==> config.mk <==
export PLATFORM = sky130hd
export DESIGN_NAME = dcache
export DESIGN_NICKNAME = d
export VERILOG_FILES = /design/src/logic/cache_pkg.sv /design/src/logic/bus_pkg.sv /design/src/logic/dcache.sv
export SDC_FILE = /design/constraint.sdc
export NUM_CORES = 1
export LEC_CHECK = 0
export BUFFER_PORTS_ARGS = -buffer_cell sky130_fd_sc_hd__buf_2
export CELL_PAD_IN_SITES_DETAIL_PLACEMENT = 1
export CELL_PAD_IN_SITES_GLOBAL_PLACEMENT = 2
export CORE_MARGIN = 8
export CORE_UTILIZATION = 47
export CTS_CLUSTER_SIZE = 40
export DETAILED_ROUTE_END_ITERATION = 8
export GPL_TIMING_DRIVEN = 0
export PLACE_DENSITY_LB_ADDON = 0.1
export SYNTH_ARGS = -nofsm -noshare
export SYNTH_HDL_FRONTEND = slang
export SYNTH_SLANG_ARGS = --single-unit
==> constraint.sdc <==
create_clock -name clk -period 5.9 [get_ports clk]
set_clock_uncertainty 0.15 [all_clocks]
set_input_delay 0.885 -clock clk [delete_from_list [all_inputs] [get_ports clk]]
set_output_delay 0.885 -clock clk [all_outputs]
set_load 0.02 [all_outputs]
==> src/logic/cache_pkg.sv <==
package cache_pkg;

    // default geometry, lines per cache are 2**DEF_INDEX_BITS
    localparam int DEF_INDEX_BITS = 4;

    // default memory depth in words, also fixes the tag width
    localparam int DEF_MEM_WORDS = 4096;

    // per-line status bits of the data cache
    typedef struct packed {
        logic valid;
        logic dirty;
    } line_flags_t;

    // shared by both caches, the icache never enters write_back
    typedef enum logic [1:0] {
        idle,
        compare_tag,
        write_back,
        allocate
    } cache_state_e;

endpackage

==> src/logic/bus_pkg.sv <==
package bus_pkg;

    // byte address and word widths of the shared memory port
    localparam int ADDR_W = 32;
    localparam int DATA_W = 32;

    // byte offset bits below a word-aligned address
    localparam int WORD_OFF_BITS = 2;

    // request from a cache to the arbiter, and from the arbiter to the memory
    typedef struct packed {
        logic              valid;
        logic              wr;
        logic [ADDR_W-1:0] addr;
        logic [DATA_W-1:0] wdata;
    } mem_req_t;

    // ready pulses once per request, rdata valid with it on reads
    typedef struct packed {
        logic              ready;
        logic [DATA_W-1:0] rdata;
    } mem_rsp_t;

    // power-on contents, low half of the word address and its inverse side by side
    function automatic logic [DATA_W-1:0] pattern_word(input logic [ADDR_W-1:0] word_addr);
        logic [DATA_W/2-1:0] low;
        low = word_addr[DATA_W/2-1:0];
        return {low, ~low};
    endfunction

endpackage
==> src/logic/dcache.sv <==
module dcache #(
    parameter int INDEX_BITS = cache_pkg::DEF_INDEX_BITS,
    parameter int MEM_WORDS  = cache_pkg::DEF_MEM_WORDS
) (
    input  logic                       clk,
    input  logic                       rst,
    input  logic [bus_pkg::ADDR_W-1:0] cpu_addr,
    input  logic                       cpu_valid,
    input  logic                       cpu_wr,
    input  logic [bus_pkg::DATA_W-1:0] cpu_wdata,
    output logic [bus_pkg::DATA_W-1:0] cpu_rdata,
    output logic                       cpu_ready,
    output bus_pkg::mem_req_t          mem_req,
    input  bus_pkg::mem_rsp_t          mem_rsp
);

    localparam int LINES     = 1 << INDEX_BITS;
    localparam int WORD_BITS = $clog2(MEM_WORDS);
    localparam int TAG_BITS  = WORD_BITS - INDEX_BITS;
    localparam int OFF       = bus_pkg::WORD_OFF_BITS;
    localparam int PAD_BITS  = bus_pkg::ADDR_W - WORD_BITS - OFF;

    cache_pkg::cache_state_e state;

    cache_pkg::line_flags_t [LINES-1:0] flags;
    logic [TAG_BITS-1:0]        tag_mem [LINES];
    logic [bus_pkg::DATA_W-1:0] data_mem [LINES];

    logic [INDEX_BITS-1:0]      index;
    logic [TAG_BITS-1:0]        tag;
    logic                       hit;
    logic                       req_valid;
    logic                       evicting;
    logic [bus_pkg::ADDR_W-1:0] fill_addr;
    logic [bus_pkg::ADDR_W-1:0] victim_addr;

    assign index = cpu_addr[OFF +: INDEX_BITS];
    assign tag   = cpu_addr[OFF + INDEX_BITS +: TAG_BITS];
    assign hit   = flags[index].valid && (tag_mem[index] == tag);

    assign cpu_ready = (state == cache_pkg::compare_tag) && hit;
    assign cpu_rdata = data_mem[index];

    assign fill_addr   = {cpu_addr[bus_pkg::ADDR_W-1:OFF], {OFF{1'b0}}};
    // victim address rebuilt from the stored tag and the index
    assign victim_addr = {{PAD_BITS{1'b0}}, tag_mem[index], index, {OFF{1'b0}}};
    assign evicting    = (state == cache_pkg::write_back);

    assign mem_req = '{
        valid: req_valid,
        wr:    evicting,
        addr:  evicting ? victim_addr : fill_addr,
        wdata: data_mem[index]
    };

    always_ff @(posedge clk)
    begin
        if (rst)
        begin
            state     <= cache_pkg::idle;
            flags     <= '0;
            req_valid <= 1'b0;
        end
        else
        begin
            case (state)
                cache_pkg::idle:
                begin
                    if (cpu_valid)
                        state <= cache_pkg::compare_tag;
                end
                cache_pkg::compare_tag:
                begin
                    if (hit)
                    begin
                        if (cpu_wr)
                            flags[index].dirty <= 1'b1;
                        state <= cache_pkg::idle;
                    end
                    else if (flags[index].valid && flags[index].dirty)
                        state <= cache_pkg::write_back;
                    else
                        state <= cache_pkg::allocate;
                end
                cache_pkg::write_back:
                begin
                    if (mem_rsp.ready)
                    begin
                        req_valid <= 1'b0;
                        state     <= cache_pkg::allocate;
                    end
                    else if (!req_valid)
                        req_valid <= 1'b1;
                end
                cache_pkg::allocate:
                begin
                    if (mem_rsp.ready)
                    begin
                        flags[index] <= '{valid: 1'b1, dirty: 1'b0};
                        req_valid    <= 1'b0;
                        state        <= cache_pkg::compare_tag;
                    end
                    else if (!req_valid)
                        req_valid <= 1'b1;
                end
                default: state <= cache_pkg::idle;
            endcase
        end
    end

    // fill on allocate, cpu word on a write hit
    always_ff @(posedge clk)
    begin
        if (state == cache_pkg::allocate && mem_rsp.ready)
        begin
            tag_mem[index]  <= tag;
            data_mem[index] <= mem_rsp.rdata;
        end
        else if (cpu_ready && cpu_wr)
            data_mem[index] <= cpu_wdata;
    end

endmodule

==> out/qor.csv <==
metric,value,unit
fin_area,31600,sq um
place_area,29400,sq um
wirelength,67.6,mm
relSlewSlack,19.1,%
fin_nets,1667,
cp_slowest_cell,nor2_4,
critical_path.top_delay_family,buffers and inverters,
synth-seq-cells,675,
min_period,5670,ps
ctsHtreeMaxLevel,3,
worstSetupStartpointType,input port,
cts_made_buffers,70,
dieArea,65300,sq um
dp_hpwl,43.6,mm
num_rows,87,
ant_nets,0,
cpPeakStageDelay,750,ps
design.core.area,56500,sq um
p_sw,2.22,mW
initial_core_util,47.7,%
fill_cells,4953,
viasPerCell,5.77,
antenna_found_initial,0,
final-setup-viol-count,0,
insertion_delay,600,ps
totalPowerFinal,10.2,mW
ir_drop,0.000209,V
cellPowerDensity,322,nW/um^2
dr.pass1.iters,5,
drcViolationCount,0,
clock-root-buffer,clkbuf_16,
synth.distinct_cells,43,
holdBufCountCts,0,
worst_pin_slew,1210,ps
rsz0062_at_grt,false,
timing.fmax,0.176,GHz
seqPwrFrac,51.4,%
yosysWarnings,0,
final_cells,2373,
swShare,21.7,%
clkPwrFrac,41.9,%
status,"complete, no violations",
grt_overflow_total,0,
dp_slack,-523,ps
clockBufferDepth,3,
cts_tree,built,
syn_area,26900,sq um
synth_top_area_share,71.3,%
hold_viol,0,
syn2layout_area_growth,17.4,%
synth_edf_count,640,
synth_ff_type,edfxtp_1,
gp_congestion,0.747,
clkTransAtPathRegs,50,ps
p_leak,10.3,nW
cts_setup_buffers,0,
synth_seq_area_share,73.9,%
grt_max_degree,24,
worstPathCellList,buf_2 > clkbuf_1 > clkbuf_1 > mux4_2 > inv_1 > a2111oi_2 > nand4_1 > and2_1 > clkbuf_1 > clkbuf_1 > nor2_4 > buf_12,
clkSinkCount,675,
avgRoutedWirePerCell,28.5,microns
synthTopCellsByArea,"edfxtp_1 (71%), mux4_2 (16%), dfxtp_1 (2.6%)",
cp.arrival,5800,ps
cp_num_buf_inv,7,
path_class,in -> reg,
p_comb_share,6.7,%
die_h,255,microns
finalCritPeriodShare,96.0,%
grt_pass1_vias,14921,
intPower,7.98,mW
synth_cells,1277,
first_iter_violations,953,
end_kind,flop,
yosys.area.top_type,edfxtp_1,
antenna_cells,0,
vias,13695,
layout_setup_ws,234,ps
die_w,255,microns
cp.required,6030,ps
grt_pass1_wl,99.1,mm
port_buffers,192,
io_pins,200,
maxCapViolCount,0,
dp.cells,2246,
cp_max_fo,19,
grt_util_all_layers,20.5,%
hold_path.class,reg -> reg,
synth-async-reset-ratio,0,%
drive_above_1_share,40.1,%
drv_slew,0,
synth.avg_cell_area,21.1,sq um
path_common_cell,clkbuf_1,
-- placed cells by master (no fill, tap or decap), types with 4 or more instances in the layout --
cell and count:
clkbuf_1 50, clkinv_2 13, o21ba_2 16, buf_16 4
mux2i_1 10, o22ai_1 4, buf_4 45, inv_1 23
nor3_1 20, o21ai_0 6, buf_12 16, clkbuf_2 10
nand2_1 22, o32ai_1 16, bufinv_16 5, a21oi_1 7
clkbuf_16 72, ha_1 4, a22o_1 7, nor2_1 28
mux4_2 194, buf_6 4, clkinv_1 15, dfxtp_1 35
edfxtp_1 640, nor2b_1 26, or3_1 7, nand3_1 9
buf_1 7, mux2_2 43, nor2_4 16, nand4_1 4
buf_2 199, a22oi_1 5
-- power by group through the flow --
stage,registers (mW),clock network [mW],logic [mW]
2_1_floorplan,5.35,0,0.446
3_3_place_gp,5.35,0,0.678
3_5_place_dp,5.35,0,0.695
4_1_cts,5.25,4.36,0.699
5_1_grt,5.24,4.50,0.738
6_report,5.25,4.27,0.685
-- worst reg2reg max path, cell delays in order, from the launching register on --
cell	delay, ps
edfxtp_1	360
mux4_2	480
a22o_1	310
o21ai_1	140
nand4_1	150
a2111oi_2	690
nand4_1	330
and2_1	260
clkbuf_1	310
clkbuf_1	580
nor2_4	760
buf_12	280
-- cells in the mapped netlist (20+ instances only) --
library cell / count
nor2_1: 44
nor2b_1: 26
nand2_1: 22
nor3_1: 20
buf_4: 45
mux4_2: 194
mux2_2: 43
clkbuf_1: 42
edfxtp_1: 640
dfxtp_1: 35
inv_1: 23
-- layout make-up --
type                            instances  area, sq um  share of cell area, %
Sequential cell                       675        19900                   63.0
Clock inverter                         41          345                   1.09
Tap cell                              756          946                   2.99
Timing Repair Buffer                  212         1390                   4.40
Inverter                               23         86.3                  0.273
Buffer                                110          641                   2.03
Clock buffer                           86         1850                   5.86
Multi-Input combinational cell        470         6450                   20.4
-- kinds of logic after synthesis --
group	share of synthesized area, %
muxes	18.4
adders and majority gates	0.186
DFF	73.9
and+or+nand+nor	2.55
AOI/OAI and AO/OA	2.20
other	0.0139
xor gates and xnor gates	0.0975
buffers and inverters	2.62
-- layer usage --
layer  track usage (%)  part of all wire, %
met1              26.9                   42
met2              34.6                   50
met3              4.18                  5.7
met4              5.99                  2.6
met5                 0                    0
-- through the flow --
step / hold WS, ps / TNS (ps) / util, %
after floorplan: 303 / 0 / -
after global routing: 350 / 0 / 56.0
after CTS: 331 / 0 / 56.0
after detailed placement: 317 / -89590 / 52.1
final: 326 / 0 / 56.0
after global placement: 311 / -1153780 / 51.1
-- path summary, 6_finish.rpt --
path | startpoint | to | slack (ps) | cells after the start
worst max-delay path | cpu_addr[4] | data_mem[12][4] | 230 | 12
worst min-delay path | flags[1] | flags[1] | 330 | 1
worst max register to register | tag_mem[15][2] | data_mem[12][4] | 780 | 11
worst min register to register | flags[1] | flags[1] | 330 | 1
-- state kept, by name, summed over array words and instances (netlist names) --
name       count
req_valid      1
tag_mem      128
data_mem     512
flags         32
state          2
-- timing repair --
item / CTS / global route
pin swaps: 0 / 0
resized for setup: 8 / 9
endpoints found under the setup margin: 64 / 42
Power figures use the tool's default switching activity.
