### config.mk
export PLATFORM = sky130hd
export DESIGN_NAME = mem_arbiter
export DESIGN_NICKNAME = d
export VERILOG_FILES = /design/src/logic/bus_pkg.sv /design/src/logic/mem_arbiter.sv
export SDC_FILE = /design/constraint.sdc
export NUM_CORES = 1
export LEC_CHECK = 0
export ABC_AREA = 1
export BUFFER_PORTS_ARGS = -buffer_cell sky130_fd_sc_hd__buf_4
export CORE_AREA = 2 2 118 120
export CTS_CLUSTER_SIZE = 10
export DETAILED_ROUTE_END_ITERATION = 6
export DIE_AREA = 0 0 120 122
export PLACE_DENSITY_LB_ADDON = 0.05
export SETUP_SLACK_MARGIN = 0.4
export SYNTH_ARGS = -nofsm -noshare
export SYNTH_HDL_FRONTEND = slang
export SYNTH_SLANG_ARGS = --single-unit
### constraint.sdc
create_clock -name clk -period 1.73 [get_ports clk]
set_clock_uncertainty 0.1 [all_clocks]
set_input_delay 0.0865 -clock clk [delete_from_list [all_inputs] [get_ports clk]]
set_output_delay 0.0865 -clock clk [all_outputs]
set_load 0.02 [all_outputs]
### src/logic/bus_pkg.sv
package bus_pkg;

    // byte address and word widths of the shared memory port
    localparam int ADDR_W = 32;
    localparam int DATA_W = 32;

    // byte offset bits below a word-aligned address
    localparam int WORD_OFF_BITS = 2;

    // request from a cache to the arbiter, and from the arbiter to the memory
    typedef struct packed {
        logic              valid;
        logic              wr;
        logic [ADDR_W-1:0] addr;
        logic [DATA_W-1:0] wdata;
    } mem_req_t;

    // ready pulses once per request, rdata valid with it on reads
    typedef struct packed {
        logic              ready;
        logic [DATA_W-1:0] rdata;
    } mem_rsp_t;

    // power-on contents, low half of the word address and its inverse side by side
    function automatic logic [DATA_W-1:0] pattern_word(input logic [ADDR_W-1:0] word_addr);
        logic [DATA_W/2-1:0] low;
        low = word_addr[DATA_W/2-1:0];
        return {low, ~low};
    endfunction

endpackage
### src/logic/mem_arbiter.sv
module mem_arbiter (
    input  logic              clk,
    input  logic              rst,
    input  bus_pkg::mem_req_t i_req,
    output bus_pkg::mem_rsp_t i_rsp,
    input  bus_pkg::mem_req_t d_req,
    output bus_pkg::mem_rsp_t d_rsp,
    output bus_pkg::mem_req_t mem_req,
    input  bus_pkg::mem_rsp_t mem_rsp
);

    typedef enum logic [1:0] {
        grant_none,
        grant_instr,
        grant_data
    } grant_e;

    grant_e grant;

    // data side first when both ask while idle
    always_ff @(posedge clk)
    begin
        if (rst)
            grant <= grant_none;
        else
        begin
            case (grant)
                grant_none:
                begin
                    if (d_req.valid)
                        grant <= grant_data;
                    else if (i_req.valid)
                        grant <= grant_instr;
                end
                default:
                begin
                    // owner keeps the port until the memory answers
                    if (mem_rsp.ready)
                        grant <= grant_none;
                end
            endcase
        end
    end

    always_comb
    begin
        case (grant)
            grant_data:  mem_req = d_req;
            grant_instr: mem_req = i_req;
            default:     mem_req = '0;
        endcase

        i_rsp.rdata = mem_rsp.rdata;
        i_rsp.ready = mem_rsp.ready && (grant == grant_instr);
        d_rsp.rdata = mem_rsp.rdata;
        d_rsp.ready = mem_rsp.ready && (grant == grant_data);
    end

endmodule

==> results of run 1 <==
-- where the power goes --
part           internal (uW)  switching (uW)
combinational            716             680
clock                    294            54.1
sequential              49.7            5.42
-- critical path, cell delays in order, from the launching register on --
cell	delay (ns)
sky130_fd_sc_hd__dfxtp_4	0.36
sky130_fd_sc_hd__buf_6	0.10
sky130_fd_sc_hd__ha_4	0.20
sky130_fd_sc_hd__buf_12	0.20
sky130_fd_sc_hd__nand2_1	0.12
sky130_fd_sc_hd__a21oi_4	0.15
sky130_fd_sc_hd__buf_4	0.15
-- logic make-up after synthesis --
kind of cell	synth area share (%)
AOI/OAI and AO/OA	22.0
adders and majority gates	2.39
buffers and inverters	39.4
DFF	2.55
and+or+nand+nor	33.7
-- cells in the final DEF (no fill, tap or decap), drive strengths merged --
| cell | instances |
|---|---|
| inv | 7 |
| a21oi | 68 |
| clkbuf | 7 |
| o21ai | 1 |
| nand2 | 137 |
| nor2 | 1 |
| ha | 3 |
| buf | 230 |
| nand3 | 2 |
| dfxtp | 2 |
| dlygate4sd3 | 1 |
-- what timing repair did --
item	in CTS	in global routing
gates cloned	10	4
hold buffers	1	0
pin swaps	9	13
gates resized for setup	75	61
setup endpoints to repair	68	68
setup buffers	9	2
endpoints found under the hold margin	2	0
-- synthesized netlist by cell type (all sizes together) --
| library cell | number | share of area [%] |
|---|---|---|
| inv | 6 | 1.4 |
| buf | 81 | 37 |
| nand2 | 137 | 33 |
| clkbuf | 4 | 0.96 |
| ha | 3 | 2.4 |
| a21oi | 68 | 22 |
| nor2 | 1 | 0.24 |
| dfxtp | 2 | 2.6 |
| o21ai | 1 | 0.32 |
| nand3 | 2 | 0.64 |
-- area by class of cell --
class                           instances  area, sq um
Clock buffer                            3         75.1
Tap cell                              180          225
Timing Repair inverter                  1         11.3
Fill cell                            1436         9000
Multi-Input combinational cell        212         1780
Inverter                                6         40.0
Timing Repair Buffer                  235         2330
Sequential cell                         2         47.5
-- stage by stage --
stage	hold WS (ns)	power [uW]	cell area, sq um	utilization (%)
floorplan	0.0482	833	2210	-
global placement	0.0732	1030	3440	25.5
detailed placement	0.0732	1030	3440	25.5
CTS	0.0260	1710	4150	30.8
global route	0.0615	1910	4500	33.3
finish	0.0318	1800	4500	33.3
-- worst max path at each step --
stage	slack (ns)	end
6_report	0.05	mem_req[30]
5_1_grt	-0.03	mem_req[30]
4_1_cts	0.03	mem_req[29]
3_5_place_dp	0.23	mem_req[62]
3_3_place_gp	0.20	mem_req[11]
2_1_floorplan	0.34	mem_req[10]
-- routing by layer --
layer	GRT usage, %	up-vias
li1	-	1225
met1	13.6	1116
met2	22.4	118
met3	3.09	16
met4	2.43	0
met5	0	-
==> results.json, run 1 <==
{
  "run_status": "finished, final reports clean",
  "chip_width_um": 120,
  "fin_nets": 631,
  "layout_top_registers": "grant: 2 flops",
  "post-place-cells": 610,
  "min_delay_path_depth": 3,
  "syn2layout_area_growth_pct": 187,
  "fp.dieArea_sq_mm": 0.0146,
  "startpoint_type": "flip-flop",
  "num_vias": 2475,
  "largest_register_ff_count": 2,
  "insertion_delay_ns": 0.22,
  "htree_levels": 1,
  "count_of_routing_violations_after_the_opening_detailed_route_iteration": 67,
  "startpoint_to_endpoint_class_of_the_critical_path": "flip-flop to output port",
  "place.detailed.hpwl_mm": 6.13,
  "syn_nets": 475,
  "setup_ws_post_layout_ns": 0.0491,
  "finalHoldViolations": 0,
  "achievable-frequency_mhz": 595,
  "crit_required_ns": 1.54,
  "cts.path.max_buffers": 2,
  "critical_path.startpoint": "grant[1]",
  "grt.overflow.total": 0,
  "floorplan.initialDensity_pct": 11.6,
  "max-cap-violations": 0,
  "clock_slew_at_reported_path_ffs_ns": 0.03,
  "timing.reg2reg.worst_path_depth": 5,
  "top_register_by_number_of_flip_flops": "grant",
  "port_buffers": 202,
  "power.static_leakage_uw": 0.00185,
  "setup_total_negative_slack_ns": 0,
  "finalSetupViolCount": 0,
  "floorplan.core_area_sq_mm": 0.0135,
  "critical_path.endpoint_type": "output port",
  "synth-warning-count": 0,
  "die_height_um": 122,
  "ys_ff_latch": 2,
  "dr.max_layer_used": "met4",
  "timing.final.max_slew_violations": 0,
  "initial_antenna_violation_count": 0,
  "crit-reg2reg-capture": "grant[0]",
  "final_cycle_utilization_of_the_critical_path_pct": 97.2,
  "worstHoldPathType": "primary input to flip-flop",
  "wire_length_of_the_first_global_routing_pass_mm": 13.7,
  "layout-drive-gt1-share_pct": 78.0,
  "arrival_ns": 1.49,
  "min-delay-start": "i_req[65]",
  "first_global_vias": 2596,
  "route.met2.wl_mm": 5.04,
  "vias_cell": 3.87,
  "synthesis.area_per_instance_sq_um": 5.14,
  "ir_worst_vdd_mv": 0.282,
  "finalCriticalPeriod_ns": 1.68,
  "io_pins": 299,
  "grt_setup_unrepaired": "yes",
  "detailedPlace.worstSlack_ns": 0.226,
  "p_per_area_mw_per_mm2": 400,
  "m1WireLength_mm": 3.53,
  "cts.sink_count": 2,
  "netlist_instances": 305,
  "wire_per_inst_um": 14.8,
  "placement_rows": 43,
  "firstDrtPassIters": 4,
  "ant_diodes": 0,
  "tritoncts": "yes",
  "finalWeightedCongestion": 0.652,
  "yosysUniqueCellTypes": 11,
  "antenna_violating_nets_post_route": 0,
  "ys_seq_area_share_pct": 2.55,
  "synth_area_sq_mm": 0.00157,
  "cts_made_buffers": 3,
  "max_slew_margin_pct": 84.3,
  "r2r_start": "grant[0]",
  "timing.hold.worst_endpoint": "grant[0]",
  "max_slew.worst_pin.slew_ns": 0.233,
  "grtUsageTotal_pct": 11.9,
  "fin_cells": 639,
  "drc_violation_count_after_routing": 0,
  "maximum_number_of_pins_on_one_net_before_global_route_repair": 24,
  "routed_wirelength_mm": 9.44,
  "setup.reg_to_reg.worst_slack_ns": 0.65,
  "detailroute.wirelength.met3_um": 788,
  "clk_root_buffer_cell": "sky130_fd_sc_hd__clkbuf_16",
  "path_max_fanout": 23
}
(Power assumes the default switching activity.)
==> run 2, diff against run 1 <==
--- a/constraint.sdc
+++ b/constraint.sdc
@@ -3,3 +3,3 @@
 set_input_delay 0.0865 -clock clk [delete_from_list [all_inputs] [get_ports clk]]
 set_output_delay 0.0865 -clock clk [all_outputs]
-set_load 0.02 [all_outputs]
+set_load 0.005 [all_outputs]
==> run 2 against run 1 <==
  * Sequential power shrank 2%
  * Global-route usage increased by 0.37 points
  * Wire length rose by 18%
  * First-iteration DRC count is the same
  * Register-to-register slack is essentially flat
  * Count of clock-buffer cells in the layout is the same
  * Via count grew 3.8%
  * Worst setup slack improved by 0.018 ns
  * Combinational power down 11%
  * Fmax increased by 1.1%
==> results.json, run 2 (synthesis gave the netlist of run 1 again) <==
{
  "max_slew.worst_pin.slew_ns": 0.224,
  "wire_per_inst_um": 17.3,
  "initial_antenna_violation_count": 0,
  "io_pins": 299,
  "startpoint_to_endpoint_class_of_the_critical_path": "flip-flop to output port",
  "die_height_um": 122,
  "critical_path.max_stage_delay_ns": 0.35,
  "maximum_number_of_pins_on_one_net_before_global_route_repair": 26,
  "final.hold.worst_slack_ns": 0.0458,
  "cts_made_buffers": 3,
  "cts.path.max_buffers": 2,
  "fillCellCount": 1498,
  "finalPower_uw": 1640,
  "grtUsageTotal_pct": 12.3,
  "multiInputGateArea_sq_mm": 0.00139,
  "wire_length_of_the_first_global_routing_pass_mm": 13.7,
  "max-cap-violations": 0,
  "chip_width_um": 120,
  "ant_diodes": 0,
  "layout_top_registers": "grant: 2 flops",
  "final_core_utilization_pct": 30.0,
  "finalWeightedCongestion": 0.725,
  "insertion_delay_ns": 0.22,
  "drc_violation_count_after_routing": 0,
  "finalSetupViolCount": 0,
  "final_cycle_utilization_of_the_critical_path_pct": 96.1,
  "run_status": "finished, final reports clean",
  "antenna_violating_nets_post_route": 0,
  "critical_path_most_common_cell": "sky130_fd_sc_hd__buf_6",
  "critical_path.cell_chain": "buf_6, ha_4, buf_6, clkbuf_16, nand2_2, a21oi_2, buf_4",
  "place.detailed.hpwl_mm": 5.77,
  "worstHoldPathType": "primary input to flip-flop",
  "setup_total_negative_slack_ns": 0,
  "finalCriticalPeriod_ns": 1.66,
  "routed_wirelength_mm": 11.1,
  "achievable-frequency_mhz": 601,
  "worstPathBufferInverterCount": 4,
  "grt.overflow.total": 0,
  "final-seq-area_sq_um": 47.5,
  "ir_worst_vdd_mv": 0.238,
  "power.static_leakage_uw": 0.00177,
  "crit_family": "buffers and inverters",
  "layout-drive-gt1-share_pct": 79.6,
  "most-common-layout-cells": "201 x sky130_fd_sc_hd__buf_4, 76 x sky130_fd_sc_hd__nand2_1, 56 x sky130_fd_sc_hd__a21oi_2",
  "placement_rows": 43,
  "top_register_by_number_of_flip_flops": "grant",
  "fp.dieArea_sq_mm": 0.0146,
  "commonest_non_fill_non_tap_cell_in_the_layout": "sky130_fd_sc_hd__buf_4",
  "path_max_fanout": 6,
  "crit_required_ns": 1.54,
  "timing.final.max_slew_violations": 0,
  "critical_path.endpoint_type": "output port",
  "largest_register_ff_count": 2,
  "detailedPlace.worstSlack_ns": 0.257,
  "floorplan.initialDensity_pct": 11.6,
  "arrival_ns": 1.48,
  "p_per_area_mw_per_mm2": 404,
  "clock_slew_at_reported_path_ffs_ns": 0.03,
  "htree_levels": 1,
  "grt_setup_unrepaired": "yes",
  "vias_cell": 4.01,
  "firstDrtPassIters": 4,
  "finalHoldViolations": 0,
  "setup_ws_post_layout_ns": 0.0674,
  "max_slew_margin_pct": 84.9,
  "tritoncts": "yes",
  "startpoint_type": "flip-flop",
  "clk_root_buffer_cell": "sky130_fd_sc_hd__clkbuf_16",
  "critical_path.slowest_cell": "sky130_fd_sc_hd__dfxtp_4",
  "cts.sink_count": 2,
  "count_of_routing_violations_after_the_opening_detailed_route_iteration": 67,
  "syn2layout_area_growth_pct": 158,
  "port_buffers": 202,
  "floorplan.core_area_sq_mm": 0.0135,
  "first_global_vias": 2481,
  "fin_nets": 632,
  "num_vias": 2569
}
==> run 2: changes by cell type in the layout (fill, tap and decap cells not counted), moves of 8 or more <==
| cell | change |
|---|---|
| sky130_fd_sc_hd__a21oi_1 | +8 |
| sky130_fd_sc_hd__buf_6 | -26 |
| sky130_fd_sc_hd__nand2_2 | +28 |
| sky130_fd_sc_hd__buf_4 | +25 |
| sky130_fd_sc_hd__a21oi_2 | +38 |
| sky130_fd_sc_hd__nand2_4 | -11 |
| sky130_fd_sc_hd__a21oi_4 | -46 |
| sky130_fd_sc_hd__nand2_1 | -17 |
==> run 2: metal layers <==
metal	vias up	global-route usage (%)	wire length (um)
li1	1220	-	-
met3	32	3.09	779
met5	-	0	0
met4	0	4.04	319
met1	1181	12.9	4210
met2	136	23.7	5790
==> run 2: final timing paths <==
path              slack [ns]  depth (start not counted)          end      start
hold / removal          0.05                          3     grant[1]  d_req[65]
setup reg to reg        0.65                          6     grant[0]   grant[1]
hold reg to reg         0.53                          3     grant[0]   grant[0]
setup / recovery        0.07                          7  mem_req[36]   grant[1]
==> run 2: where the power goes <==
| group | total [uW] | internal, uW | switching (uW) |
|---|---|---|---|
| registers | 54.1 | 49.7 | 4.41 |
| logic | 1240 | 687 | 550 |
| clock network | 347 | 294 | 52.9 |
==> run 2: worst reg2reg max path, cell delays in order, from the launching register on <==
cell                      delay [ns]
sky130_fd_sc_hd__dfxtp_4        0.34
sky130_fd_sc_hd__inv_4          0.08
sky130_fd_sc_hd__ha_4           0.15
sky130_fd_sc_hd__inv_1          0.05
sky130_fd_sc_hd__nand2_1        0.08
sky130_fd_sc_hd__nand3_1        0.08
sky130_fd_sc_hd__a21oi_1        0.13
==> run 2: cell type report <==
type	count	area share, %
multi-input cells	212	34.3
clock buffers	3	1.85
inverters	6	0.803
well taps	180	5.56
repair buffers	237	56.3
flip-flops and latches	2	1.17
==> run 2: what timing repair did <==
action / in CTS / in global routing
buffers inserted: 6 / 3
hold endpoints to repair: 2 / 0
gates cloned: 10 / 9
hold buffers: 1 / 0
pin swaps: 2 / 52
gates resized for setup: 56 / 110
setup endpoints to repair: 68 / 68
==> run 2: through the flow <==
stage	area, sq um	instances
2_1_floorplan	1570	305
3_3_place_gp	2830	608
3_5_place_dp	2830	608
4_1_cts	3460	628
5_1_grt	4050	640
6_report	4050	640
