File: src/logic/cache_pkg.sv
package cache_pkg;

    // default geometry, lines per cache are 2**DEF_INDEX_BITS
    localparam int DEF_INDEX_BITS = 4;

    // default memory depth in words, also fixes the tag width
    localparam int DEF_MEM_WORDS = 4096;

    // per-line status bits of the data cache
    typedef struct packed {
        logic valid;
        logic dirty;
    } line_flags_t;

    // shared by both caches, the icache never enters write_back
    typedef enum logic [1:0] {
        idle,
        compare_tag,
        write_back,
        allocate
    } cache_state_e;

endpackage

File: src/logic/bus_pkg.sv
package bus_pkg;

    // byte address and word widths of the shared memory port
    localparam int ADDR_W = 32;
    localparam int DATA_W = 32;

    // byte offset bits below a word-aligned address
    localparam int WORD_OFF_BITS = 2;

    // request from a cache to the arbiter, and from the arbiter to the memory
    typedef struct packed {
        logic              valid;
        logic              wr;
        logic [ADDR_W-1:0] addr;
        logic [DATA_W-1:0] wdata;
    } mem_req_t;

    // ready pulses once per request, rdata valid with it on reads
    typedef struct packed {
        logic              ready;
        logic [DATA_W-1:0] rdata;
    } mem_rsp_t;

    // power-on contents, low half of the word address and its inverse side by side
    function automatic logic [DATA_W-1:0] pattern_word(input logic [ADDR_W-1:0] word_addr);
        logic [DATA_W/2-1:0] low;
        low = word_addr[DATA_W/2-1:0];
        return {low, ~low};
    endfunction

endpackage
File: src/logic/icache.sv
module icache #(
    parameter int INDEX_BITS = cache_pkg::DEF_INDEX_BITS,
    parameter int MEM_WORDS  = cache_pkg::DEF_MEM_WORDS
) (
    input  logic                       clk,
    input  logic                       rst,
    input  logic [bus_pkg::ADDR_W-1:0] cpu_addr,
    input  logic                       cpu_valid,
    output logic [bus_pkg::DATA_W-1:0] cpu_rdata,
    output logic                       cpu_ready,
    output bus_pkg::mem_req_t          mem_req,
    input  bus_pkg::mem_rsp_t          mem_rsp
);

    localparam int LINES     = 1 << INDEX_BITS;
    localparam int WORD_BITS = $clog2(MEM_WORDS);
    localparam int TAG_BITS  = WORD_BITS - INDEX_BITS;
    localparam int OFF       = bus_pkg::WORD_OFF_BITS;

    cache_pkg::cache_state_e state;

    logic [LINES-1:0]          line_valid;
    logic [TAG_BITS-1:0]       tag_mem [LINES];
    logic [bus_pkg::DATA_W-1:0] data_mem [LINES];

    logic [INDEX_BITS-1:0]      index;
    logic [TAG_BITS-1:0]        tag;
    logic                       hit;
    logic                       req_valid;
    logic [bus_pkg::ADDR_W-1:0] fill_addr;

    assign index = cpu_addr[OFF +: INDEX_BITS];
    assign tag   = cpu_addr[OFF + INDEX_BITS +: TAG_BITS];
    assign hit   = line_valid[index] && (tag_mem[index] == tag);

    // ready only out of compare_tag, so one pulse per request
    assign cpu_ready = (state == cache_pkg::compare_tag) && hit;
    assign cpu_rdata = data_mem[index];

    // cpu holds the address, so the fill request stays stable
    assign fill_addr = {cpu_addr[bus_pkg::ADDR_W-1:OFF], {OFF{1'b0}}};

    assign mem_req = '{
        valid: req_valid,
        wr:    1'b0,
        addr:  fill_addr,
        wdata: '0
    };

    always_ff @(posedge clk)
    begin
        if (rst)
        begin
            state      <= cache_pkg::idle;
            line_valid <= '0;
            req_valid  <= 1'b0;
        end
        else
        begin
            case (state)
                cache_pkg::idle:
                begin
                    if (cpu_valid)
                        state <= cache_pkg::compare_tag;
                end
                cache_pkg::compare_tag:
                begin
                    if (hit)
                        state <= cache_pkg::idle;
                    else
                        state <= cache_pkg::allocate;
                end
                cache_pkg::allocate:
                begin
                    if (mem_rsp.ready)
                    begin
                        line_valid[index] <= 1'b1;
                        req_valid         <= 1'b0;
                        state             <= cache_pkg::compare_tag;
                    end
                    else if (!req_valid)
                        req_valid <= 1'b1;
                end
                default: state <= cache_pkg::idle;
            endcase
        end
    end

    // line fill, tag taken from the missing address
    always_ff @(posedge clk)
    begin
        if (state == cache_pkg::allocate && mem_rsp.ready)
        begin
            tag_mem[index]  <= tag;
            data_mem[index] <= mem_rsp.rdata;
        end
    end

endmodule

File: config.mk
export PLATFORM = sky130hd
export DESIGN_NAME = icache
export DESIGN_NICKNAME = d
export VERILOG_FILES = /design/src/logic/cache_pkg.sv /design/src/logic/bus_pkg.sv /design/src/logic/icache.sv
export SDC_FILE = /design/constraint.sdc
export NUM_CORES = 1
export LEC_CHECK = 0
export BUFFER_PORTS_ARGS = -buffer_cell sky130_fd_sc_hd__clkbuf_2
export CAP_MARGIN = 20
export CORE_MARGIN = 1
export CORE_UTILIZATION = 38
export CTS_BUF_LIST = sky130_fd_sc_hd__clkbuf_4 sky130_fd_sc_hd__clkbuf_8
export CTS_CLUSTER_DIAMETER = 30
export DETAILED_ROUTE_END_ITERATION = 16
export PLACE_DENSITY = 0.52
export SETUP_SLACK_MARGIN = 0.2
export SLEW_MARGIN = 10
export SYNTH_ARGS = -nofsm -noshare
export SYNTH_HDL_FRONTEND = slang
export SYNTH_SLANG_ARGS = --single-unit
File: constraint.sdc
create_clock -name clk -period 12.32 [get_ports clk]
set_clock_uncertainty 0.2 [all_clocks]
set_input_delay 1.232 -clock clk [delete_from_list [all_inputs] [get_ports clk]]
set_output_delay 1.232 -clock clk [all_outputs]
set_load 0.005 [all_outputs]
==> flow_summary_export.csv, run 1 <==
group,metric,value,unit
logic_synthesis,ys_ff_latch,659,
clock_network,cts_buffer_depth,3,
logic_synthesis,yosysMostFrequentCell,"edfxtp_1",
power,power.total,5.11,mW
drt,num_vias,11900,
clock_network,cts_resized,0,
timing,slew_viol_final,0,
logic_synthesis,async_reset_ff_share,0,%
global_route,grt_pass1_wl,83.8,mm
flow_run,cap_violations,0,
clock_network,cts_hold_buf,0,
logic_synthesis,synth_cell_type_count,39,
finish,syn_to_final_growth,16.1,%
logic_synthesis,syn_area,0.0257,sq mm
logic_synthesis,yosysWarnings,0,
finish,fill_cells,5717,
finish,drive_gt1_share,38.0,%
timing,final-setup-viol-count,0,
drt,drt-initial-drc-count,891,
floorplanning,num_rows,94,
logic_synthesis,synth_xor_area_share,0.273,%
logic_synthesis,synth_fa_ha_area_share,0.195,%
clock_network,cts-buffers-inserted,140,
floorplanning,io_pins,167,
finish,utilization,45.0,%
critical_path,start_kind,"primary input",
clock_network,worst_skew_pair.late_latency,0.78,ns
logic_synthesis,synthTopCellsByCount,"edfxtp_1, mux4_2, buf_4",
worst_hold_path,hp-start,"line_valid[12]$_SDFFE_PP0P_",
status,status,"finished clean",
drt,drt-vias-per-instance,5.19,
clock_network,cts_tree,"done",
placement,gp_congestion,0.688,
timing,rsz0062_at_grt,"no",
clock_network,cts.clk_slew.worst_paths,0.05,ns
floorplanning,initial_core_util,38.7,%
floorplanning,dieHeight,262,um
logic_synthesis,yosys-mux-area-fraction,16.8,%
logic_synthesis,synth_edf_count,640,
logic_synthesis,synthSimpleGateAreaFrac,1.77,%
worst_hold_path,hold_path.class,"register to register",
global_route,grt_antenna_before_repair,1,
global_route,grt_overflow,0,
critical_path,crit_path_max_fanout,74,
timing,layout_min_cycle_time,6.68,ns
logic_synthesis,yosysTopAreaCell,"edfxtp_1",
clock_network,cts_max_level,4,
power,ir_worst_vdd,0.0927,mV
finish,fin_cells,2302,
floorplanning,die_w,262,um
critical_path,path_class,"primary input to primary output",
critical_path,crit_path_start,"cpu_addr[2]",
timing,setup_tns,0,ns
clock_network,clkSinkCount,659,
power,pwr_density_cell,171,mW/mm^2
critical_path,crit_path_end_kind,"primary output",
clock_network,cts-root-buf,"clkbuf_8",
finish,diodes,0,
global_route,grt_pass1_vias,12900,
logic_synthesis,synth_compound_area_share,1.52,%
timing,hold_slack,0.270,ns
logic_synthesis,synth.avg_cell_area,22.2,sq um
drt,first_pass_iters,5,
logic_synthesis,synth.area.top_cells,"edfxtp_1, mux4_2, buf_4, dfxtp_1, mux2i_1",
placement,dpl.cell_count,2053,
timing,fmax,150,MHz
timing,hold_violations,0,
floorplanning,dieArea,0.0687,sq mm
placement,dp_hpwl,28.6,mm
global_route,track_usage,17.1,%
logic_synthesis,syn_inst,1159,
critical_path,r2r-start,"state[0]$_SDFFE_PP0P_",
power,p_leak,9.69,nW
critical_path,critical_path_arrival,5.25,ns
finish,nNetsFinal,1403,
floorplanning,core_area,0.0663,sq mm
global_route,grt_max_degree,81,
logic_synthesis,ys_dominant_reg_cell,"edfxtp_1",
drt,ant_nets,0,
placement,numPortBuffers,93,
timing,maxSlewHeadroom,29.7,%
timing,worst_pin_slew,1.05,ns
logic_synthesis,yosysSeqAreaShare,76.3,%
drt,wirelength,56.9,mm
critical_path,required,10.89,ns
drt,drc_errors,0,
clock_network,cts_setup_buffers,0,
logic_synthesis,yosysTopAreaCellShare,74.8,%
timing,finalCritPeriodShare,54.3,%
logic_synthesis,synth_top_family_by_area,"multiplexers",
drt,wl_per_cell,24.7,um
-- placed cells by master, fill, tap and decap left out, types with 8 or more instances in the layout --
| master | Yosys | routed |
|---|---|---|
| clkinvlp_4 | 0 | 8 |
| buf_4 | 69 | 25 |
| a211oi_1 | 11 | 11 |
| clkinv_1 | 0 | 23 |
| dfxtp_1 | 19 | 19 |
| mux2i_1 | 32 | 32 |
| bufinv_16 | 0 | 12 |
| nor2_1 | 47 | 35 |
| edfxtp_1 | 640 | 640 |
| a221oi_1 | 9 | 9 |
| clkbuf_2 | 0 | 89 |
| o22ai_1 | 10 | 10 |
| clkbuf_8 | 0 | 146 |
| conb_1 | 1 | 35 |
| clkinv_2 | 0 | 13 |
| clkbuf_4 | 0 | 36 |
| xnor2_1 | 8 | 8 |
| nor2_4 | 0 | 12 |
| mux2_2 | 18 | 18 |
| mux4_2 | 168 | 168 |
| nor2b_1 | 8 | 8 |
-- report_power, final --
part	switching (mW)	internal [mW]
clock	0.959	1.46
sequential	0.00424	2.47
combinational	0.125	0.0927
total	1.09	4.02
-- metal layers --
layer | global-route usage, % | routed length [um]
met5 | 0 | 13
met3 | 4.64 | 2880
met1 | 23.1 | 25500
met4 | 5.59 | 1040
met2 | 27.0 | 27500
-- critical path, stage by stage --
cell      delay (ns)
buf_8           0.55
buf_4           0.70
nor2b_1         0.90
a22o_1          0.31
nor4_1          0.06
nor4_1          0.34
nand4b_1        0.27
a22oi_2         0.38
and2_1          0.21
clkbuf_2        0.13
-- metrics by stage --
step                      worst slack [ns]  area (sq um)
final                                 5.64         29800
after CTS                             5.59         29800
after global routing                  5.38         29800
after detailed placement              5.60         26900
after global placement                5.52         26900
after floorplan                       6.53         25800
-- logic make-up (layout without fill, tap and decap cells) --
kind of cell / after synthesis / after routing
and+or+nand+nor: 93 / 93
DFF: 659 / 659
xor gates and xnor gates: 8 / 8
AOI/OAI and AO/OA: 51 / 51
other: 1 / 35
adders and majority gates: 4 / 4
buffers and inverters: 125 / 370
muxes: 218 / 218
-- state kept, by name, indices dropped and copies added, names as in the netlist --
register    count
line_valid     16
data_mem      512
state           2
req_valid       1
tag_mem       128
-- path summary, 6_finish.rpt --
path | slack [ns] | endpoint | cells past startpoint
max | 5.64 | cpu_ready | 10
min | 0.27 | line_valid[12]$_SDFFE_PP0P_ | 2
max reg2reg | 9.14 | data_mem[4][30]$_DFFE_PP_ | 5
min reg2reg | 0.27 | line_valid[12]$_SDFFE_PP0P_ | 2
-- layout make-up --
cell class	instances	area, sq um	share of cell area (%)
flip-flops and latches	659	19600	65.7
multi-input cells	409	5510	18.5
clock buffers	181	2270	7.60
well taps	864	1080	3.63
clock inverters	68	682	2.29
repair buffers	116	662	2.22
inverters	5	18.8	0.0629
No activity file was read; power rests on OpenSTA's default activity.
==> run 2, diff against run 1 <==
==> constraint.sdc (replaced) <==
create_clock -name clk -period 6.4 [get_ports clk]
set_clock_uncertainty 0.2 [all_clocks]
set_input_delay 0.64 -clock clk [delete_from_list [all_inputs] [get_ports clk]]
set_output_delay 0.64 -clock clk [all_outputs]
set_load 0.005 [all_outputs]
==> flow_summary_export.csv, run 2 (synthesized netlist as in run 1, its figures left out) <==
group,metric,value,unit
status,status,"finished clean",
power,ir_worst_vdd,0.194,mV
clock_network,cts-buffers-inserted,138,
finish,drive_gt1_share,38.0,%
floorplanning,num_rows,94,
power,power.total,9.70,mW
drt,wirelength,55.5,mm
worst_hold_path,hold_path_depth,1,
finish,multi_input_area,0.00551,sq mm
worst_hold_path,hold_path.class,"primary input to register",
critical_path,path_cells,"clkbuf_8 > buf_4 > nand2b_1 > o22ai_1 > a221oi_1 > xnor2_1 > nand4_1 > a22oi_2 > and2_1 > clkbuf_2",
timing,rsz0062_at_grt,"no",
critical_path,required,5.56,ns
global_route,track_usage,16.7,%
critical_path,reg2regPathDepth,5,
finish,utilization,45.0,%
global_route,grt_max_degree,86,
drt,drt-vias-per-instance,5.20,
timing,fmax,223,MHz
global_route,grt_overflow,0,
timing,finalCritPeriodShare,70.1,%
clock_network,worst_skew_pair.late_latency,0.77,ns
clock_network,cts_resized,0,
timing,slew_viol_final,0,
power,p_leak,9.71,nW
finish,syn_to_final_growth,16.2,%
global_route,grt_pass1_wl,81.9,mm
timing,fin_ws,1.91,ns
clock_network,cts_tree,"done",
finish,regArea,0.0196,sq mm
drt,num_vias,12000,
floorplanning,io_pins,167,
global_route,grt_antenna_before_repair,1,
clock_network,cts_max_level,4,
critical_path,crit_path_end_kind,"primary output",
finish,nNetsFinal,1411,
clock_network,clkSinkCount,659,
critical_path,start_kind,"primary input",
drt,first_pass_iters,5,
drt,wl_per_cell,24.0,um
floorplanning,dieHeight,262,um
finish,largest_reg_flops,512,
clock_network,cts-root-buf,"clkbuf_8",
finish,top_register,"data_mem",
placement,dp_hpwl,28.7,mm
clock_network,cts.clk_slew.worst_paths,0.05,ns
timing,worst_pin_slew,1.08,ns
drt,drt-initial-drc-count,676,
placement,gp_congestion,0.687,
floorplanning,die_w,262,um
critical_path,crit_path_max_fanout,83,
finish,final_cell_mix,"edfxtp_1, mux4_2, clkbuf_8",
timing,maxSlewHeadroom,28.1,%
critical_path,critical_path_arrival,3.65,ns
timing,setup_tns,0,ns
finish,fill_cells,5710,
critical_path,critPathMaxStageDelay,0.86,ns
floorplanning,core_area,0.0663,sq mm
flow_run,cap_violations,0,
timing,hold_violations,0,
placement,numPortBuffers,93,
placement,dpl.cell_count,2060,
critical_path,cp_slowest_cell,"buf_4",
finish,final_common_cell,"edfxtp_1",
power,pwr_density_cell,325,mW/mm^2
placement,pre_cts_ws,1.77,ns
clock_network,cts_buffer_depth,3,
global_route,grt_pass1_vias,12800,
floorplanning,initial_core_util,38.7,%
timing,final-setup-viol-count,0,
floorplanning,dieArea,0.0687,sq mm
critical_path,path_class,"primary input to primary output",
timing,layout_min_cycle_time,4.49,ns
drt,drc_errors,0,
finish,top_regs,"data_mem x512, tag_mem x128, line_valid x16",
drt,ant_nets,0,
finish,fin_cells,2308,
run 2: where the power goes:
group | total [mW] | switching [mW] | internal (mW) | leakage (nW)
Combinational | 0.425 | 0.245 | 0.180 | 2.32
Sequential | 4.76 | 0.00793 | 4.75 | 5.90
Clock | 4.52 | 1.82 | 2.70 | 1.48
run 2: per-layer routing:
layer,global-route usage [%],routed length [um],vias up
met5,0,0,-
met2,26.3,26900,335
li1,-,-,5146
met4,6.29,1030,0
met3,3.98,2630,94
met1,22.5,24900,6435
run 2: worst max-delay path: cells and delay by family:
| kind | cells | cell delay [ns] |
|---|---|---|
| buf+inv | 3 | 1.55 |
| compound gates | 3 | 0.63 |
| simple gates | 3 | 0.62 |
| xor+xnor | 1 | 0.17 |
run 2: timing repair:
item,in CTS,in global routing
hold buffers,3,0
setup buffers,0,0
endpoints found under the hold margin,31,0
run 2: per-stage QoR:
stage	hold slack (ns)	cell area [sq um]
final	0.0837	29900
after detailed placement	0.259	27000
after floorplan	0.235	25800
after CTS	0.00356	29900
after global routing	0.0585	29900
after global placement	0.244	27000
run 2: worst paths after layout:
path | slack [ns] | end | start
max | 1.91 | cpu_ready | cpu_addr[3]
min | 0.08 | data_mem[11][6]$_DFFE_PP_ | mem_rsp[6]
max reg2reg | 3.43 | data_mem[4][8]$_DFFE_PP_ | state[1]$_SDFFE_PP0P_
min reg2reg | 0.26 | line_valid[14]$_SDFFE_PP0P_ | line_valid[14]$_SDFFE_PP0P_
run 2: area by class of cell:
class                   count  share of cell area, %
flip-flops and latches    659                   65.6
multi-input cells         409                   18.5
clock buffers             169                   7.18
well taps                 864                   3.62
repair buffers            126                   2.66
clock inverters            75                   2.38
inverters                   5                 0.0628
diodes                      1                0.00838
==> run 3, diff against run 2 <==
--- a/config.mk
+++ b/config.mk
@@ -5,6 +5,7 @@
 export SDC_FILE = /design/constraint.sdc
 export NUM_CORES = 1
 export LEC_CHECK = 0
+export ABC_AREA = 1
 export BUFFER_PORTS_ARGS = -buffer_cell sky130_fd_sc_hd__clkbuf_2
 export CAP_MARGIN = 20
 export CORE_MARGIN = 1
==> constraint.sdc (replaced) <==
create_clock -name clk -period 4.2 [get_ports clk]
set_clock_uncertainty 0.2 [all_clocks]
set_input_delay 0.42 -clock clk [delete_from_list [all_inputs] [get_ports clk]]
set_output_delay 0.42 -clock clk [all_outputs]
set_load 0.005 [all_outputs]
==> flow_summary_export.csv, run 3 <==
group,metric,value,unit
floorplanning,num_rows,93,
clock_network,cts_setup_buffers,0,
critical_path,required,3.58,ns
clock_network,cts.clk_slew.worst_paths,0.05,ns
flow_run,cap_violations,0,
timing,finalCritPeriodShare,79.2,%
critical_path,critical_path_arrival,2.70,ns
finish,top_register,"data_mem",
logic_synthesis,synth_xor_area_share,0,%
floorplanning,die_w,259,um
timing,fin_ws,0.875,ns
timing,rsz0062_at_grt,"no",
finish,largest_reg_flops,512,
drt,wl_per_cell,22.3,um
critical_path,start_kind,"primary input",
logic_synthesis,async_reset_ff_share,0,%
status,status,"finished clean",
global_route,track_usage,19.2,%
drt,num_vias,14900,
critical_path,reg2regPathDepth,9,
global_route,grt_antenna_before_repair,5,
timing,setup_tns,0,ns
finish,top_regs,"data_mem x512, tag_mem x128, line_valid x16",
logic_synthesis,synth_top_family_by_area,"compound AO/OA/AOI/OAI gates",
critical_path,r2r_slack,1.59,ns
logic_synthesis,synth_cell_type_count,27,
finish,final_common_cell,"edfxtp_1",
logic_synthesis,ys_dominant_reg_cell,"edfxtp_1",
floorplanning,io_pins,167,
finish,syn_to_final_growth,19.4,%
logic_synthesis,synthTopCellsByCount,"edfxtp_1, nand2_1, a22oi_1",
placement,numPortBuffers,93,
placement,place_area,0.0266,sq mm
timing,maxSlewHeadroom,47.0,%
logic_synthesis,yosysMostFrequentCell,"edfxtp_1",
global_route,grt_pass1_vias,15100,
clock_network,cts_max_level,4,
placement,dp_hpwl,32.1,mm
drt,ant_nets,0,
finish,nNetsFinal,1965,
worst_hold_path,hold_path_depth,2,
worst_hold_path,hold_end,"line_valid[11]$_SDFFE_PP0P_",
global_route,grt_overflow,0,
drt,drt-vias-per-instance,5.19,
clock_network,worst_skew_pair.late_latency,0.77,ns
power,p_leak,10.3,nW
clock_network,cts_buffer_depth,3,
global_route,grt_max_degree,73,
logic_synthesis,synth_edf_count,640,
critical_path,worstReg2RegEnd,"state[1]$_SDFFE_PP0P_",
finish,stdcell_area,0.0300,sq mm
floorplanning,dieArea,0.0672,sq mm
timing,fmax,301,MHz
logic_synthesis,yosysSeqAreaShare,77.9,%
finish,fill_cells,5738,
finish,drive_gt1_share,20.4,%
logic_synthesis,syn_area,0.0252,sq mm
drt,drc_errors,0,
power,ir_worst_vdd,0.355,mV
logic_synthesis,yosysTopAreaCellShare,76.4,%
timing,worst_pin_slew,0.794,ns
power,pwr_density_cell,500,mW/mm^2
placement,pre_cts_ws,0.850,ns
floorplanning,initial_core_util,38.7,%
timing,final-setup-viol-count,0,
logic_synthesis,synth_fa_ha_area_share,0.199,%
critical_path,crit_path_max_fanout,30,
logic_synthesis,yosysTopAreaCell,"edfxtp_1",
clock_network,clkSinkCount,659,
timing,slew_viol_final,0,
logic_synthesis,synth.avg_cell_area,15.0,sq um
floorplanning,core_area,0.0649,sq mm
global_route,grt_pass1_wl,94.3,mm
drt,drt-initial-drc-count,1195,
placement,gp_congestion,0.761,
worst_hold_path,hold_path.class,"register to register",
clock_network,cts-root-buf,"clkbuf_8",
drt,wirelength,63.8,mm
power,power.total,15.0,mW
logic_synthesis,syn_inst,1681,
drt,first_pass_iters,5,
logic_synthesis,synth_compound_area_share,10.7,%
logic_synthesis,synth.area.top_cells,"edfxtp_1, a22oi_1, nand2_1, a21oi_1, buf_4",
clock_network,cts_tree,"done",
logic_synthesis,yosysWarnings,0,
worst_hold_path,hp-start,"line_valid[11]$_SDFFE_PP0P_",
clock_network,cts-buffers-inserted,137,
floorplanning,dieHeight,259,um
timing,hold_violations,0,
logic_synthesis,yosys-mux-area-fraction,0,%
timing,layout_min_cycle_time,3.32,ns
critical_path,path_class,"primary input to primary output",
critical_path,r2r-start,"state[0]$_SDFFE_PP0P_",
finish,final_cell_mix,"edfxtp_1, nand2_1, a22oi_1",
critical_path,crit_path_end_kind,"primary output",
logic_synthesis,synthSimpleGateAreaFrac,7.26,%
logic_synthesis,ys_ff_latch,659,
[run 3: changes by cell type after synthesis, sizes merged, moves of 9 or more]
cell	previous run	this run
a211oi	11	0
a22oi	1	258
nor2	47	62
clkbuf	14	48
mux2	18	0
o22ai	10	1
inv	5	20
mux2i	32	0
a221oi	9	0
mux4	168	0
or4	0	32
nand2	6	322
a21oi	1	131
[run 3: critical path, stage by stage]
cell and delay [ns]:
clkbuf_2 0.31, buf_4 0.26, buf_4 0.36, nand2_1 0.10
nand2_1 0.08, nand2_1 0.05, nand3_1 0.09, nand2_1 0.06
nand2_1 0.09, o21ai_1 0.06, nand2_1 0.08, nand2_1 0.05
nor2_1 0.18, nand3_1 0.22, nor2_1 0.16, clkbuf_2 0.13
[run 3: stage by stage]
stage | utilization [%] | std cells | hold WS [ns]
floorplan | - | 1715 | 0.241
global placement | 41.0 | 2564 | 0.251
detailed placement | 41.0 | 2564 | 0.259
CTS | 46.2 | 2858 | 0.271
global route | 46.2 | 2861 | 0.291
finish | 46.2 | 2861 | 0.267
[run 3: cell families (layout without fill, tap and decap cells)]
group,Yosys count,in the layout
buffers and inverters,177,465
other,1,38
adders and majority gates,4,4
AOI/OAI and AO/OA,401,401
DFF,659,659
and+or+nand+nor,439,439
[run 3: worst max-delay path by stage]
| stage | startpoint | to | slack (ns) | cells after the start |
|---|---|---|---|---|
| detailed placement | cpu_addr[2] | cpu_ready | 0.85 | 16 |
| global placement | cpu_addr[2] | cpu_ready | 0.87 | 16 |
| finish | cpu_addr[2] | cpu_ready | 0.88 | 16 |
| floorplan | cpu_addr[2] | data_mem[0][0]$_DFFE_PP_ | 0.56 | 5 |
| global route | cpu_addr[2] | cpu_ready | 0.68 | 16 |
| CTS | cpu_addr[2] | cpu_ready | 0.85 | 16 |
[run 3: where the power goes]
group	total [mW]	switching, mW	leakage, nW	internal (mW)
logic	0.721	0.484	2.93	0.237
registers	7.25	0.0121	5.90	7.24
clock network	7.05	2.85	1.51	4.20
[run 3: per-layer routing]
metal / GRT usage, % / routed length, um / up-vias
li1: - / - / 6812
met1: 25.9 / 28300 / 7444
met2: 30.1 / 30400 / 504
met3: 4.64 / 3920 / 87
met4: 6.94 / 1190 / 4
met5: 0 / 22 / -
[run 3: timing repair]
item	in CTS	in global routing
resized for setup	0	0
hold buffers	45	0
setup endpoints to repair	0	0
hold endpoints to repair	656	0
[run 3: layout make-up]
cell class	instances	area, sq um	share of cell area [%]
Timing Repair Buffer	192	1500	4.98
Multi-Input combinational cell	879	4830	16.1
Clock inverter	87	840	2.80
Clock buffer	162	2090	6.95
Inverter	24	95.1	0.317
Sequential cell	659	19600	65.3
Antenna cell	3	7.51	0.0250
Tap cell	855	1070	3.56
